==> src/verilog/cdi_consts.svh <==
`ifndef CDI_CONSTS_SVH
`define CDI_CONSTS_SVH

// ==========================================================================
// SDRAM port
// ==========================================================================

`define CDI_SDRAM_ADDR_W    25
`define CDI_SDRAM_DATA_W    16

// Top word address bits of the boot ROM region
`define CDI_ROM_REGION_SEL  3'b001

// ==========================================================================
// Host download and block interface
// ==========================================================================

`define CDI_IOCTL_ADDR_W    25
`define CDI_IOCTL_INDEX_W   16

// Set for the slave WORM image, clear for the main boot ROM
`define CDI_WORM_INDEX_BIT  6

`define CDI_NVRAM_ADR_W     13   // 8 KB of NvRAM
`define CDI_SD_BUFF_ADDR_W  8
`define CDI_IMG_SIZE_W      64

`endif

==> src/verilog/cdi_pkg.sv <==
`include "cdi_consts.svh"

package cdi_pkg;

    typedef logic [`CDI_SDRAM_ADDR_W-1:0]   sdram_addr_t;
    typedef logic [`CDI_SDRAM_DATA_W-1:0]   sdram_word_t;
    typedef logic [7:0]                     byte_t;
    typedef logic [`CDI_IOCTL_ADDR_W-1:0]   ioctl_addr_t;
    typedef logic [`CDI_IOCTL_INDEX_W-1:0]  ioctl_index_t;
    typedef logic [`CDI_NVRAM_ADR_W-1:0]    nvram_adr_t;
    typedef logic [`CDI_SD_BUFF_ADDR_W-1:0] sd_buff_addr_t;
    typedef logic [`CDI_IMG_SIZE_W-1:0]     img_size_t;

    // One request on the SDRAM controller port
    typedef struct packed {
        sdram_addr_t addr;
        sdram_word_t din;
        logic        rd;
        logic        wr;
        logic        word;
        logic        refresh;
        logic        burst;
    } sdram_req_t;

    // One download word from the host
    typedef struct packed {
        logic         wr;
        ioctl_addr_t  addr;
        ioctl_index_t index;
        sdram_word_t  data;
    } ioctl_beat_t;

    typedef struct packed {
        logic       wr;
        nvram_adr_t adr;
        byte_t      data;
    } worm_wr_t;

    // Byte access into the NvRAM of the core
    typedef struct packed {
        logic       write;
        nvram_adr_t adr;
        byte_t      data;
    } nvram_port_t;

    typedef struct packed {
        sd_buff_addr_t addr;
        sdram_word_t   data;
        logic          wr;
    } sd_buff_t;

    typedef enum logic [1:0] {
        OWNER_ROM_DOWNLOAD,
        OWNER_REFRESH,
        OWNER_IDLE
    } sdram_owner_e;

    typedef enum logic [3:0] {
        NVRAM_IDLE,
        NVRAM_WAIT_FOR_ACK,
        NVRAM_BACKUP0,
        NVRAM_BACKUP1,
        NVRAM_BACKUP2,
        NVRAM_BACKUP3,
        NVRAM_RESTORE0,
        NVRAM_RESTORE1,
        NVRAM_RESTORE2
    } nvram_state_e;

endpackage

==> src/verilog/cdi_host_bridge.sv <==
`timescale 1ns/10ps

module cdi_host_bridge
    import cdi_pkg::*;
(
    input  logic        clk_sys,
    input  logic        cditop_reset,
    input  logic        osd_reset_req,
    input  logic        reset_on_nvram_mount,
    input  logic        ioctl_download,
    input  ioctl_beat_t ioctl,
    input  sdram_req_t  core_sdram_req,
    input  logic        sdram_busy,
    input  logic        nvram_media_change,
    input  img_size_t   img_size,
    input  logic        osd_status,
    input  logic        nvram_cpu_changed,
    input  byte_t       nvram_backup_data,
    input  logic        nvram_hps_ack,
    input  sd_buff_t    sd_buff,
    output sdram_req_t  sdram_req,
    output logic        core_hold,
    output logic        download_overflow,
    output worm_wr_t    worm_wr,
    output nvram_port_t nvram_port,
    output logic        nvram_allow_cpu_access,
    output logic        nvram_hps_rd,
    output logic        nvram_hps_wr,
    output sdram_word_t nvram_hps_din,
    output logic        led_user
);

    // Mount of an NvRAM image may hold the core
    logic nvram_mount_event;

    // ======================================================================
    // Core hold and SDRAM ownership
    // ======================================================================

    sdram_boot_arbiter u_sdram_boot_arbiter (
        .clk_sys              (clk_sys),
        .cditop_reset         (cditop_reset),
        .osd_reset_req        (osd_reset_req),
        .reset_on_nvram_mount (reset_on_nvram_mount),
        .nvram_mount_event    (nvram_mount_event),
        .ioctl_download       (ioctl_download),
        .ioctl                (ioctl),
        .core_sdram_req       (core_sdram_req),
        .sdram_busy           (sdram_busy),
        .sdram_req            (sdram_req),
        .core_hold            (core_hold),
        .download_overflow    (download_overflow)
    );

    // Slave WORM loading
    worm_byte_splitter u_worm_byte_splitter (
        .clk_sys      (clk_sys),
        .cditop_reset (cditop_reset),
        .ioctl        (ioctl),
        .worm_wr      (worm_wr)
    );

    // ======================================================================
    // NvRAM restore and backup
    // ======================================================================

    nvram_sync_fsm u_nvram_sync_fsm (
        .clk_sys                (clk_sys),
        .cditop_reset           (cditop_reset),
        .core_hold              (core_hold),
        .nvram_media_change     (nvram_media_change),
        .img_size               (img_size),
        .osd_status             (osd_status),
        .nvram_cpu_changed      (nvram_cpu_changed),
        .nvram_backup_data      (nvram_backup_data),
        .nvram_hps_ack          (nvram_hps_ack),
        .sd_buff                (sd_buff),
        .nvram_mount_event      (nvram_mount_event),
        .nvram_port             (nvram_port),
        .nvram_allow_cpu_access (nvram_allow_cpu_access),
        .nvram_hps_rd           (nvram_hps_rd),
        .nvram_hps_wr           (nvram_hps_wr),
        .nvram_hps_din          (nvram_hps_din),
        .backup_pending         (led_user)
    );

endmodule

==> src/verilog/nvram_sync_fsm.sv <==
`timescale 1ns/10ps

module nvram_sync_fsm
    import cdi_pkg::*;
(
    input  logic        clk_sys,
    input  logic        cditop_reset,
    input  logic        core_hold,
    input  logic        nvram_media_change,
    input  img_size_t   img_size,
    input  logic        osd_status,
    input  logic        nvram_cpu_changed,
    input  byte_t       nvram_backup_data,
    input  logic        nvram_hps_ack,
    input  sd_buff_t    sd_buff,
    output logic        nvram_mount_event,
    output nvram_port_t nvram_port,
    output logic        nvram_allow_cpu_access,
    output logic        nvram_hps_rd,
    output logic        nvram_hps_wr,
    output sdram_word_t nvram_hps_din,
    output logic        backup_pending
);

    nvram_state_e  state;
    nvram_adr_t    adr;
    sdram_word_t   restore_word;
    sd_buff_addr_t buff_addr_q;
    logic          port_write;
    logic          img_mounted;
    logic          osd_q;
    logic          restore_start;
    logic          backup_start;

    // Pulses while the host reports a freshly mounted, non-empty image
    assign nvram_mount_event = nvram_media_change && (img_size != '0);

    assign restore_start = (state == NVRAM_IDLE) && nvram_mount_event;

    // Backup on OSD open, restore takes priority
    assign backup_start = (state == NVRAM_IDLE) && !nvram_mount_event &&
                          backup_pending && osd_status && !osd_q;

    // ======================================================================
    // Mount tracking and backup pending flag
    // ======================================================================

    always_ff @(posedge clk_sys) begin
        if (cditop_reset) begin
            img_mounted    <= 1'b0;
            osd_q          <= 1'b0;
            backup_pending <= 1'b0;
        end else begin
            osd_q <= osd_status;
            if (nvram_media_change) begin
                img_mounted <= (img_size != '0);
            end
            // A new change during a backup raises the flag again
            if (core_hold || backup_start) begin
                backup_pending <= 1'b0;
            end else if (nvram_cpu_changed && img_mounted) begin
                backup_pending <= 1'b1;
            end
        end
    end

    // ======================================================================
    // Restore and backup state machine
    // ======================================================================

    always_ff @(posedge clk_sys) begin
        if (cditop_reset) begin
            state                  <= NVRAM_IDLE;
            adr                    <= '0;
            port_write             <= 1'b0;
            nvram_allow_cpu_access <= 1'b1;
            nvram_hps_rd           <= 1'b0;
            nvram_hps_wr           <= 1'b0;
        end else begin
            port_write <= 1'b0;

            // Requests drop once the host has taken them
            if (nvram_hps_ack) begin
                nvram_hps_rd <= 1'b0;
                nvram_hps_wr <= 1'b0;
            end

            case (state)
                NVRAM_IDLE: begin
                    nvram_allow_cpu_access <= 1'b1;
                    adr                    <= '0;
                    if (restore_start) begin
                        nvram_hps_rd           <= 1'b1;
                        nvram_allow_cpu_access <= 1'b0;
                        state                  <= NVRAM_WAIT_FOR_ACK;
                    end else if (backup_start) begin
                        nvram_hps_wr           <= 1'b1;
                        nvram_allow_cpu_access <= 1'b0;
                        state                  <= NVRAM_WAIT_FOR_ACK;
                    end
                end
                NVRAM_WAIT_FOR_ACK: begin
                    if (nvram_hps_ack) begin
                        if (nvram_hps_rd) begin
                            state <= NVRAM_RESTORE0;
                        end
                        if (nvram_hps_wr) begin
                            state <= NVRAM_BACKUP0;
                        end
                    end
                end
                // Core data trails the address by one cycle
                NVRAM_BACKUP0: begin
                    adr   <= adr + 1'b1;
                    state <= NVRAM_BACKUP1;
                end
                NVRAM_BACKUP1: begin
                    adr   <= adr + 1'b1;
                    state <= NVRAM_BACKUP2;
                end
                NVRAM_BACKUP2: begin
                    state <= NVRAM_BACKUP3;
                end
                NVRAM_BACKUP3: begin
                    // Host stepped to the next buffer word
                    if (sd_buff.addr != buff_addr_q) begin
                        adr   <= adr + 1'b1;
                        state <= NVRAM_BACKUP1;
                    end
                    if (!nvram_hps_ack) begin
                        nvram_allow_cpu_access <= 1'b1;
                        state                  <= NVRAM_IDLE;
                    end
                end
                NVRAM_RESTORE0: begin
                    if (sd_buff.wr) begin
                        port_write <= 1'b1;
                        state      <= NVRAM_RESTORE1;
                    end
                    if (!nvram_hps_ack) begin
                        nvram_allow_cpu_access <= 1'b1;
                        state                  <= NVRAM_IDLE;
                    end
                end
                // Second byte of the word at the odd address
                NVRAM_RESTORE1: begin
                    port_write <= 1'b1;
                    adr        <= adr + 1'b1;
                    state      <= NVRAM_RESTORE2;
                end
                NVRAM_RESTORE2: begin
                    adr   <= adr + 1'b1;
                    state <= NVRAM_RESTORE0;
                end
                default: begin
                    state <= NVRAM_IDLE;
                end
            endcase
        end
    end

    // Data words of both transfer directions
    always_ff @(posedge clk_sys) begin
        buff_addr_q <= sd_buff.addr;
        if ((state == NVRAM_RESTORE0) && sd_buff.wr) begin
            restore_word <= sd_buff.data;
        end
        if (state == NVRAM_BACKUP1) begin
            nvram_hps_din[7:0] <= nvram_backup_data;
        end
        if (state == NVRAM_BACKUP2) begin
            nvram_hps_din[15:8] <= nvram_backup_data;
        end
    end

    assign nvram_port.write = port_write;
    assign nvram_port.adr   = adr;
    // Even address takes the low byte
    assign nvram_port.data  = adr[0] ? restore_word[15:8] : restore_word[7:0];

endmodule

==> src/verilog/sdram_boot_arbiter.sv <==
`timescale 1ns/10ps

`include "cdi_consts.svh"

module sdram_boot_arbiter
    import cdi_pkg::*;
(
    input  logic        clk_sys,
    input  logic        cditop_reset,
    input  logic        osd_reset_req,
    input  logic        reset_on_nvram_mount,
    input  logic        nvram_mount_event,
    input  logic        ioctl_download,
    input  ioctl_beat_t ioctl,
    input  sdram_req_t  core_sdram_req,
    input  logic        sdram_busy,
    output sdram_req_t  sdram_req,
    output logic        core_hold,
    output logic        download_overflow
);

    logic         hold_request;
    logic         rom_beat;
    logic         rom_latch;
    logic         rom_done;
    logic         busy_q;
    ioctl_addr_t  rom_addr;
    sdram_word_t  rom_data;
    sdram_owner_e owner;
    sdram_owner_e owner_q;
    sdram_owner_e owner_next;
    sdram_req_t   boot_req;

    // ======================================================================
    // Core hold
    // ======================================================================

    assign hold_request = osd_reset_req || ioctl_download ||
                          (nvram_mount_event && reset_on_nvram_mount);

    always_ff @(posedge clk_sys) begin
        if (cditop_reset) begin
            core_hold <= 1'b1;
        end else begin
            core_hold <= hold_request;
        end
    end

    // ======================================================================
    // ROM download latch
    // ======================================================================

    assign rom_beat = ioctl.wr && !ioctl.index[`CDI_WORM_INDEX_BIT];

    // Falling busy edge of a write issued by this block
    assign rom_done = (owner_q == OWNER_ROM_DOWNLOAD) && busy_q && !sdram_busy;

    always_ff @(posedge clk_sys) begin
        if (cditop_reset) begin
            rom_latch         <= 1'b0;
            download_overflow <= 1'b0;
            owner_q           <= OWNER_IDLE;
            busy_q            <= 1'b0;
        end else begin
            busy_q  <= sdram_busy;
            owner_q <= owner;
            // Host sent a new word before the last one reached SDRAM
            if (rom_beat && rom_latch) begin
                download_overflow <= 1'b1;
            end
            if (rom_beat) begin
                rom_latch <= 1'b1;
            end else if (rom_done) begin
                rom_latch <= 1'b0;
            end
        end
    end

    // Word in flight stays stable until its write completes
    always_ff @(posedge clk_sys) begin
        if (rom_beat && !rom_latch) begin
            rom_addr <= ioctl.addr;
            rom_data <= ioctl.data;
        end
    end

    // ======================================================================
    // Owner selection and port mux
    // ======================================================================

    always_comb begin
        owner_next = OWNER_IDLE;
        if (core_hold) begin
            if (!rom_latch) begin
                owner_next = OWNER_REFRESH;
            end else if (!rom_done) begin
                owner_next = OWNER_ROM_DOWNLOAD;
            end
        end
        // The owner of a running access keeps the port
        owner = sdram_busy ? owner_q : owner_next;
    end

    always_comb begin
        boot_req      = '0;
        boot_req.addr = {`CDI_ROM_REGION_SEL, rom_addr[21:1], 1'b0};
        // Host words are little endian, the 68k wants big endian
        boot_req.din  = {rom_data[7:0], rom_data[15:8]};
        boot_req.word = 1'b1;
        case (owner)
            OWNER_ROM_DOWNLOAD: begin
                boot_req.wr = 1'b1;
            end
            OWNER_REFRESH: begin
                boot_req.rd      = 1'b1;
                boot_req.refresh = 1'b1;
            end
            default: begin
            end
        endcase
        if (sdram_busy) begin
            boot_req.rd = 1'b0;
            boot_req.wr = 1'b0;
        end
    end

    assign sdram_req = core_hold ? boot_req : core_sdram_req;

endmodule

==> src/verilog/worm_byte_splitter.sv <==
`timescale 1ns/10ps

`include "cdi_consts.svh"

module worm_byte_splitter
    import cdi_pkg::*;
(
    input  logic        clk_sys,
    input  logic        cditop_reset,
    input  ioctl_beat_t ioctl,
    output worm_wr_t    worm_wr
);

    logic       worm_beat;
    logic       worm_beat_q;
    logic       wr_q;
    nvram_adr_t adr_q;
    byte_t      data_q;
    byte_t      second_byte;

    assign worm_beat = ioctl.wr && ioctl.index[`CDI_WORM_INDEX_BIT];

    // Two strobes per beat, one for each byte
    always_ff @(posedge clk_sys) begin
        if (cditop_reset) begin
            worm_beat_q <= 1'b0;
            wr_q        <= 1'b0;
        end else begin
            worm_beat_q <= worm_beat;
            wr_q        <= worm_beat || worm_beat_q;
        end
    end

    always_ff @(posedge clk_sys) begin
        if (worm_beat) begin
            // Lower byte first
            adr_q       <= ioctl.addr[12:0];
            data_q      <= ioctl.data[7:0];
            second_byte <= ioctl.data[15:8];
        end else begin
            data_q   <= second_byte;
            adr_q[0] <= 1'b1;
        end
    end

    assign worm_wr.wr   = wr_q;
    assign worm_wr.adr  = adr_q;
    assign worm_wr.data = data_q;

endmodule
==> config.mk <==
export PLATFORM = sky130hd
export DESIGN_NAME = cdi_host_bridge
export DESIGN_NICKNAME = d
export VERILOG_FILES = /design/src/verilog/cdi_pkg.sv /design/src/verilog/cdi_host_bridge.sv /design/src/verilog/nvram_sync_fsm.sv /design/src/verilog/sdram_boot_arbiter.sv /design/src/verilog/worm_byte_splitter.sv
export VERILOG_INCLUDE_DIRS = /design/src /design/src/verilog
export SDC_FILE = /design/constraint.sdc
export NUM_CORES = 1
export LEC_CHECK = 0
export BUFFER_PORTS_ARGS = -buffer_cell sky130_fd_sc_hd__buf_2
export CORE_AREA = 4 4 122 124
export CTS_BUF_LIST = sky130_fd_sc_hd__clkbuf_16
export CTS_CLUSTER_DIAMETER = 50
export CTS_CLUSTER_SIZE = 24
export DETAILED_ROUTE_END_ITERATION = 8
export DIE_AREA = 0 0 126 128
export PLACE_DENSITY = 0.84
export SYNTH_ARGS = -nofsm -noshare
export SYNTH_HDL_FRONTEND = slang
export SYNTH_SLANG_ARGS = --single-unit
==> constraint.sdc <==
create_clock -name clk_sys -period 4.1 [get_ports clk_sys]
set_input_delay 0.41 -clock clk_sys [delete_from_list [all_inputs] [get_ports clk_sys]]
set_output_delay 0.41 -clock clk_sys [all_outputs]
set_load 0.01 [all_outputs]
==> results of run 1 <==
[report_power, final]
part | total, uW | switching [uW] | internal, uW
combinational | 653 | 351 | 302
clock | 1470 | 579 | 893
sequential | 1710 | 105 | 1600
total | 3830 | 1030 | 2800
[cell families after synthesis]
kind of cell / synth area share [%]
XOR/XNOR: 1.41
adder cells (fa/ha/maj): 0.223
AND/OR/NAND/NOR: 12.9
flip-flops: 65.2
multiplexers: 11.7
buffers and inverters: 2.52
AO/OA/AOI/OAI: 6.01
[cells in the final DEF (no fill, tap or decap), types with 3 or more instances in the layout]
cell type,count
nand3_1,10
buf_2,304
inv_1,8
a31oi_1,3
mux2i_1,6
nand3b_1,3
or4_1,3
nor2b_1,9
xor2_1,9
clkbuf_16,17
nor3_1,6
buf_4,3
or3_1,8
nand4_1,6
dfxtp_1,48
nor2_1,17
mux2_2,53
edfxtp_1,89
o41ai_1,3
clkinvlp_4,5
nand2b_1,4
o21ai_0,7
nand2_1,20
o31ai_1,3
nor4_1,23
o21bai_1,3
or2_2,4
a21oi_1,20
[how the worst max path moves through the flow]
stage               cells after the start                      startpoint                               end  slack [ps]
finish                                  3  u_sdram_boot_arbiter.core_hold                     sdram_req[25]        1510
global route                            3  u_sdram_boot_arbiter.core_hold                     sdram_req[25]        1360
CTS                                     3  u_sdram_boot_arbiter.core_hold                     sdram_req[25]        1440
detailed placement                      4       u_nvram_sync_fsm.state[0]           u_nvram_sync_fsm.adr[3]        1880
global placement                        6                     img_size[0]         u_nvram_sync_fsm.state[0]        1900
floorplan                               3       u_nvram_sync_fsm.state[1]  u_nvram_sync_fsm.restore_word[0]        1100
[per-stage QoR]
| stage | hold WS [ps] | util [%] |
|---|---|---|
| CTS | 104 | 57.1 |
| finish | 129 | 57.1 |
| floorplan | 416 | - |
| global route | 105 | 57.1 |
| global placement | 424 | 52.9 |
| detailed placement | 448 | 52.9 |
[layer usage]
layer / GRT usage [%] / vias up / wire length (um)
li1: - / 2193 / -
met2: 34.3 / 230 / 8360
met1: 20.3 / 2126 / 5450
met5: 0 / - / 7
met3: 6.42 / 20 / 1460
met4: 6.12 / 2 / 221
[flip-flops by register name, indices dropped and copies added (netlist names), 2 cells and up]
name and count:
u_nvram_sync_fsm.adr 13, u_worm_byte_splitter.second_byte 8, u_nvram_sync_fsm.nvram_hps_din 16, u_nvram_sync_fsm.restore_word 16, u_sdram_boot_arbiter.owner_q 2, u_sdram_boot_arbiter.rom_addr 21
u_nvram_sync_fsm.buff_addr_q 8, u_worm_byte_splitter.adr_q 13, u_nvram_sync_fsm.state 4, u_worm_byte_splitter.data_q 8, u_sdram_boot_arbiter.rom_data 16
[critical path: stages, from the launching register on]
cell,delay [ps]
dfxtp_2,830
buf_4,390
mux2_2,400
buf_2,150
[final cells by class]
cell class              instances  area (sq um)  area share (%)
clock buffers                  17           425            5.41
clock inverters                15           150            1.91
inverters                       8          30.0           0.382
multi-input cells             248          1830            23.3
flip-flops and latches        138          3650            46.5
well taps                     180           225            2.87
repair buffers                307          1540            19.6
==> out/metrics.yaml, run 1 <==
run_status:
  status: "finished, final reports clean"
clocking:
  clock_latency_ps: 410
  cts_setup_buffers: 0
  cts_sinks: 138
  cts-resized-gates: 0
  cts_buffer_depth: 2
  cts_tree: "yes"
  cts-buffers-inserted: 17
  hold_buffers: 0
  clk_pin_slew_ps: 60
  ctsRootBufferMaster: "clkbuf_16"
  htreeDepth: 4
yosys:
  ys_top_cells_by_area: "edfxtp_1 48%, dfxtp_1 18%, mux2_2 11%, nor4_1 2.6%, a21oi_1 1.8%"
  ys.flop_type: "edfxtp_1"
  synth_edf_count: 89
  yosysUniqueCellTypes: 50
  syn-cell-area_sq_mm: 0.00560
  yosysTopAreaCellShare_pct: 47.7
  syn_inst: 417
  synth_fp_nets: 629
  synth_warnings: 0
  synth_top_area_cell: "edfxtp_1"
  syn_avg_cell_area_sq_um: 13.4
  ys_ff_latch: 138
  seq_area_frac_synth_pct: 65.2
  synthArstFlopShare_pct: 0
  synth_commonest_cells: "89 x edfxtp_1, 53 x mux2_2, 49 x dfxtp_1, 23 x nor4_1"
  synth_most_common_cell: "edfxtp_1"
setup_path:
  end_kind: "output pin"
  r2r_end: "u_nvram_sync_fsm.adr[3]"
  critPathKind: "reg2out"
  crit_fanout: 33
  worstReg2RegStart: "u_nvram_sync_fsm.state[0]"
  cp_data_arrival_time_ps: 2180
  critPathLaunchType: "register"
  ff2ff_path_depth: 4
  cp.required_ps: 3690
  r2r_slack_ps: 1830
detailed_routing:
  viasPerCell: 5.01
  wl_per_cell_um: 17.0
  route.detailed.drc: 0
  num_vias: 4571
  wirelength_um: 15500
  antenna_left: 0
  drtPass1Iterations: 4
  drt-initial-drc-count: 304
final_layout:
  finalNonFillerCells: 913
  final_area_sq_mm: 0.00786
  fill_cells: 1145
  area_delta_synth_final_pct: 40.3
  drive_gt1_share_pct: 55.1
  layout.nets: 932
  antennaDiodeCount: 0
worst_hold_path:
  hold_path_end: "u_nvram_sync_fsm.buff_addr_q[0]"
  min_from: "sd_buff[17]"
  hp-class: "in2reg"
  hold_path_depth: 1
sta:
  tightestPinTransition_ps: 1070
  rsz0062_at_grt: "false"
  timing.fmax_mhz: 386
  finalSetupViolations: 0
  period_share_pct: 63.1
  hold_viol: 0
  post-route-min-period_ps: 2590
  fin_ws_ps: 1510
  slew_viol_final: 0
  finalClockSkew_ps: 5.72
  fin_tns_setup_ps: 0
  slew-limit-headroom_pct: 28.3
global_routing:
  grt_max_degree: 38
  antenna_found_initial: 1
  grt_pass1_vias: 4560
  grt_pass1_wl_um: 23300
  grt.overflow.total: 0
  grtUsageTotal_pct: 18.7
floorplan:
  row_count: 43
  pin_count: 323
  fp.dieW_um: 126
  coreArea_sq_mm: 0.0138
  initial_core_util_pct: 40.7
  dieArea_sq_mm: 0.0161
  die_y_um: 128
placement:
  io_buffers: 304
  gp_congestion: 0.804
  hpwl_um: 11700
  place_area_sq_mm: 0.00728
  dp_slack_ps: 1880
  place_inst: 881
power:
  leakage_uw: 0.00334
  ir_worst_vdd_mv: 0.250
  p_per_area_mw_per_mm2: 487
  total_power_uw: 3830
job:
  max-cap-violations: 0
Note: power is estimated with default switching activity, not from simulation.
==> run 2, diff against run 1 <==
--- a/config.mk
+++ b/config.mk
@@ -6,14 +6,15 @@
 export SDC_FILE = /design/constraint.sdc
 export NUM_CORES = 1
 export LEC_CHECK = 0
+export ABC_AREA = 1
 export BUFFER_PORTS_ARGS = -buffer_cell sky130_fd_sc_hd__buf_2
-export CORE_AREA = 4 4 122 124
+export CORE_MARGIN = 4
+export CORE_UTILIZATION = 40
 export CTS_BUF_LIST = sky130_fd_sc_hd__clkbuf_16
 export CTS_CLUSTER_DIAMETER = 50
 export CTS_CLUSTER_SIZE = 24
 export DETAILED_ROUTE_END_ITERATION = 8
-export DIE_AREA = 0 0 126 128
-export PLACE_DENSITY = 0.84
+export PLACE_DENSITY = 0.85
 export SYNTH_ARGS = -nofsm -noshare
 export SYNTH_HDL_FRONTEND = slang
 export SYNTH_SLANG_ARGS = --single-unit
==> constraint.sdc (replaced) <==
create_clock -name clk_sys -period 2.35 [get_ports clk_sys]
set_input_delay 0.235 -clock clk_sys [delete_from_list [all_inputs] [get_ports clk_sys]]
set_output_delay 0.235 -clock clk_sys [all_outputs]
set_load 0.01 [all_outputs]
==> out/metrics.yaml, run 2 <==
yosys:
  ys_top_cells_by_area: "edfxtp_1 45%, dfxtp_1 17%, nand2_1 16%, nor2_1 6.2%, inv_1 2.6%"
  yosysUniqueCellTypes: 37  # -26%
  synth_warnings: 0  # unchanged
  ys_ff_latch: 138  # unchanged
  synth_fp_nets: 861  # +37%
  yosysTopAreaCellShare_pct: 45.3  # -2.4 points
  syn_avg_cell_area_sq_um: 9.08  # -32%
  synth_most_common_cell: "nand2_1"
  synth_top_area_cell: "edfxtp_1"
  synthArstFlopShare_pct: 0  # unchanged
  synth_commonest_cells: "248 x nand2_1, 97 x nor2_1, 89 x edfxtp_1, 49 x dfxtp_1, 41 x inv_1"
  syn_inst: 649  # +56%
  synth_edf_count: 89  # unchanged
  syn-cell-area_sq_mm: 0.00590  # +5.2%
  ys.flop_type: "edfxtp_1"
  seq_area_frac_synth_pct: 62.0  # -3.3 points
placement:
  place_area_sq_mm: 0.00765  # +5.0%
  io_buffers: 304  # unchanged
  place_inst: 1130  # +28%
  hpwl_um: 12400  # +5.9%
  dp_slack_ps: 612  # -1270 ps
  gp_congestion: 0.878  # +9.3%
sta:
  hold_viol: 0  # unchanged
  fin_tns_setup_ps: 0  # unchanged
  post-route-min-period_ps: 1950
  slew-limit-headroom_pct: 67.3  # +39 points
  timing.fmax_mhz: 512
  period_share_pct: 83.1
  tightestPinTransition_ps: 490  # -583 ps
  finalSetupViolations: 0  # unchanged
  rsz0062_at_grt: "false"
  slew_viol_final: 0  # unchanged
  fin_ws_ps: 396  # -1120 ps
  finalClockSkew_ps: 8.63  # +2.91 ps
detailed_routing:
  wl_per_cell_um: 14.1  # -17%
  drtPass1Iterations: 5  # +1
  wirelength_um: 17200  # +11%
  route.detailed.drc: 0  # unchanged
  antenna_left: 0  # unchanged
  drt-initial-drc-count: 258  # -15%
  num_vias: 5608  # +23%
  viasPerCell: 4.61  # -7.9%
power:
  total_power_uw: 7050  # +84%
  p_per_area_mw_per_mm2: 801  # +64%
  leakage_uw: 0.00416  # +25%
  ir_worst_vdd_mv: 0.395  # +58%
setup_path:
  end_kind: "output pin"
  ff2ff_path_depth: 11  # +7
  critPathLaunchType: "register"
  r2r_end: "u_nvram_sync_fsm.adr[2]"
  endpoint: "sdram_req[3]"
  crit_fanout: 3  # -91%
  crit_start: "u_sdram_boot_arbiter.owner_q[1]"
  worstReg2RegStart: "u_nvram_sync_fsm.state[2]"
  critPathKind: "reg2out"
  cp.required_ps: 2120  # -1570 ps
  r2r_slack_ps: 580  # -1250 ps
  cp_data_arrival_time_ps: 1720  # -460 ps
floorplan:
  fp.dieW_um: 129  # +2.7%
  pin_count: 323  # unchanged
  initial_core_util_pct: 40.7  # +0.049 points
  dieArea_sq_mm: 0.0167  # +3.8%
  coreArea_sq_mm: 0.0145  # +5.1%
  die_y_um: 129  # +1.1%
  row_count: 44  # +2.3%
worst_hold_path:
  hp-class: "in2reg"
global_routing:
  antenna_found_initial: 0  # -1
  grt.overflow.total: 0  # unchanged
  grt_pass1_wl_um: 25100  # +7.6%
  grt_pass1_vias: 5218  # +14%
  grtUsageTotal_pct: 19.5  # +0.73 points
  grt_max_degree: 46  # +21%
final_layout:
  top_register: "u_sdram_boot_arbiter.rom_addr"
  final_cell_mix: "304 x buf_2, 248 x nand2_1, 96 x nor2_1"
  largest_register_ff_count: 21  # unchanged
  area_delta_synth_final_pct: 49.4
  finalNonFillerCells: 1216  # +33%
  antennaDiodeCount: 0  # unchanged
  final_area_sq_mm: 0.00881  # +12%
  layout.nets: 1232  # +32%
  final_common_cell: "buf_2"
  drive_gt1_share_pct: 37.0  # -18 points
clocking:
  ctsRootBufferMaster: "clkbuf_16"
  clock_latency_ps: 410  # about the same
  hold_buffers: 54  # +54
  clk_pin_slew_ps: 60  # about the same
  cts_sinks: 138  # unchanged
  htreeDepth: 4  # unchanged
  cts-resized-gates: 0  # unchanged
  cts-buffers-inserted: 17  # unchanged
  cts_buffer_depth: 2  # unchanged
  cts_tree: "yes"
  cts_setup_buffers: 0  # unchanged
run_status:
  status: "finished, final reports clean"
job:
  max-cap-violations: 0  # unchanged
[run 2: changes by cell type after synthesis, sizes merged, moves of 5 or more]
| cell | change |
|---|---|
| nand2b | -5 |
| nand2 | +240 |
| or3 | -8 |
| mux2 | -53 |
| nor2b | -9 |
| nor4 | -23 |
| nor2 | +81 |
| inv | +39 |
| mux2i | -6 |
| nand3 | +6 |
[run 2: cell type report]
type	instances	area, sq um
sequential	138	3650
multi-input combinational	442	1970
fill	1169	5670
inverter	50	188
tap	184	230
timing repair buffer	371	2160
clock buffer	17	425
clock inverter	14	181
[run 2: worst min-delay path by stage]
stage | start | end | slack (ps) | cells past startpoint
2_1_floorplan | sd_buff[17] | u_nvram_sync_fsm.buff_addr_q[0] | 260 | 0
3_3_place_gp | sd_buff[20] | u_nvram_sync_fsm.buff_addr_q[3] | 360 | 1
3_5_place_dp | sd_buff[20] | u_nvram_sync_fsm.buff_addr_q[3] | 360 | 1
4_1_cts | nvram_backup_data[1] | u_nvram_sync_fsm.nvram_hps_din[1] | 0.3 | 1
5_1_grt | ioctl[1] | u_sdram_boot_arbiter.rom_data[1] | 3 | 1
6_report | ioctl[41] | u_sdram_boot_arbiter.rom_addr[9] | 20 | 1
[run 2: logic make-up (layout without fill, tap and decap cells)]
| kind of cell | Yosys count | count (layout) | share of synthesized area (%) |
|---|---|---|---|
| xor gates and xnor gates | 11 | 11 | 1.63 |
| adders and majority gates | 1 | 1 | 0.212 |
| DFF | 138 | 138 | 62.0 |
| and+or+nand+nor | 401 | 401 | 27.9 |
| buffers and inverters | 69 | 452 | 4.82 |
| AOI/OAI and AO/OA | 29 | 29 | 3.48 |
[run 2: critical path, stage by stage, from the launching register on]
cell and delay, ps:
dfxtp_1 300, nor2_1 90, nand3_1 110, o21ai_0 180, o21ai_0 200, a32o_1 280
buf_2 150
[run 2: per-layer routing]
layer  global-route usage (%)  vias up  share of wire, %
met5                        0        -                 0
met4                     7.91        0               2.0
met3                     4.78       25               6.4
met2                     35.3      195                52
met1                     21.9     2562                39
li1                         -     2826                 -
[run 2: power by group]
part           total, uW  switching, uW  internal, uW  leakage (uW)
Sequential          2850           77.5          2770       0.00123
Combinational       1480            898           578       0.00263
Clock               2720            969          1760      0.000301
Total               7050           1940          5110       0.00416
[run 2: metrics by stage]
stage               util (%)  hold WS [ps]
floorplan                  -           263
CTS                     60.8         0.315
global placement        52.8           362
finish                  60.8          19.2
detailed placement      52.8           363
global route            60.8          3.17
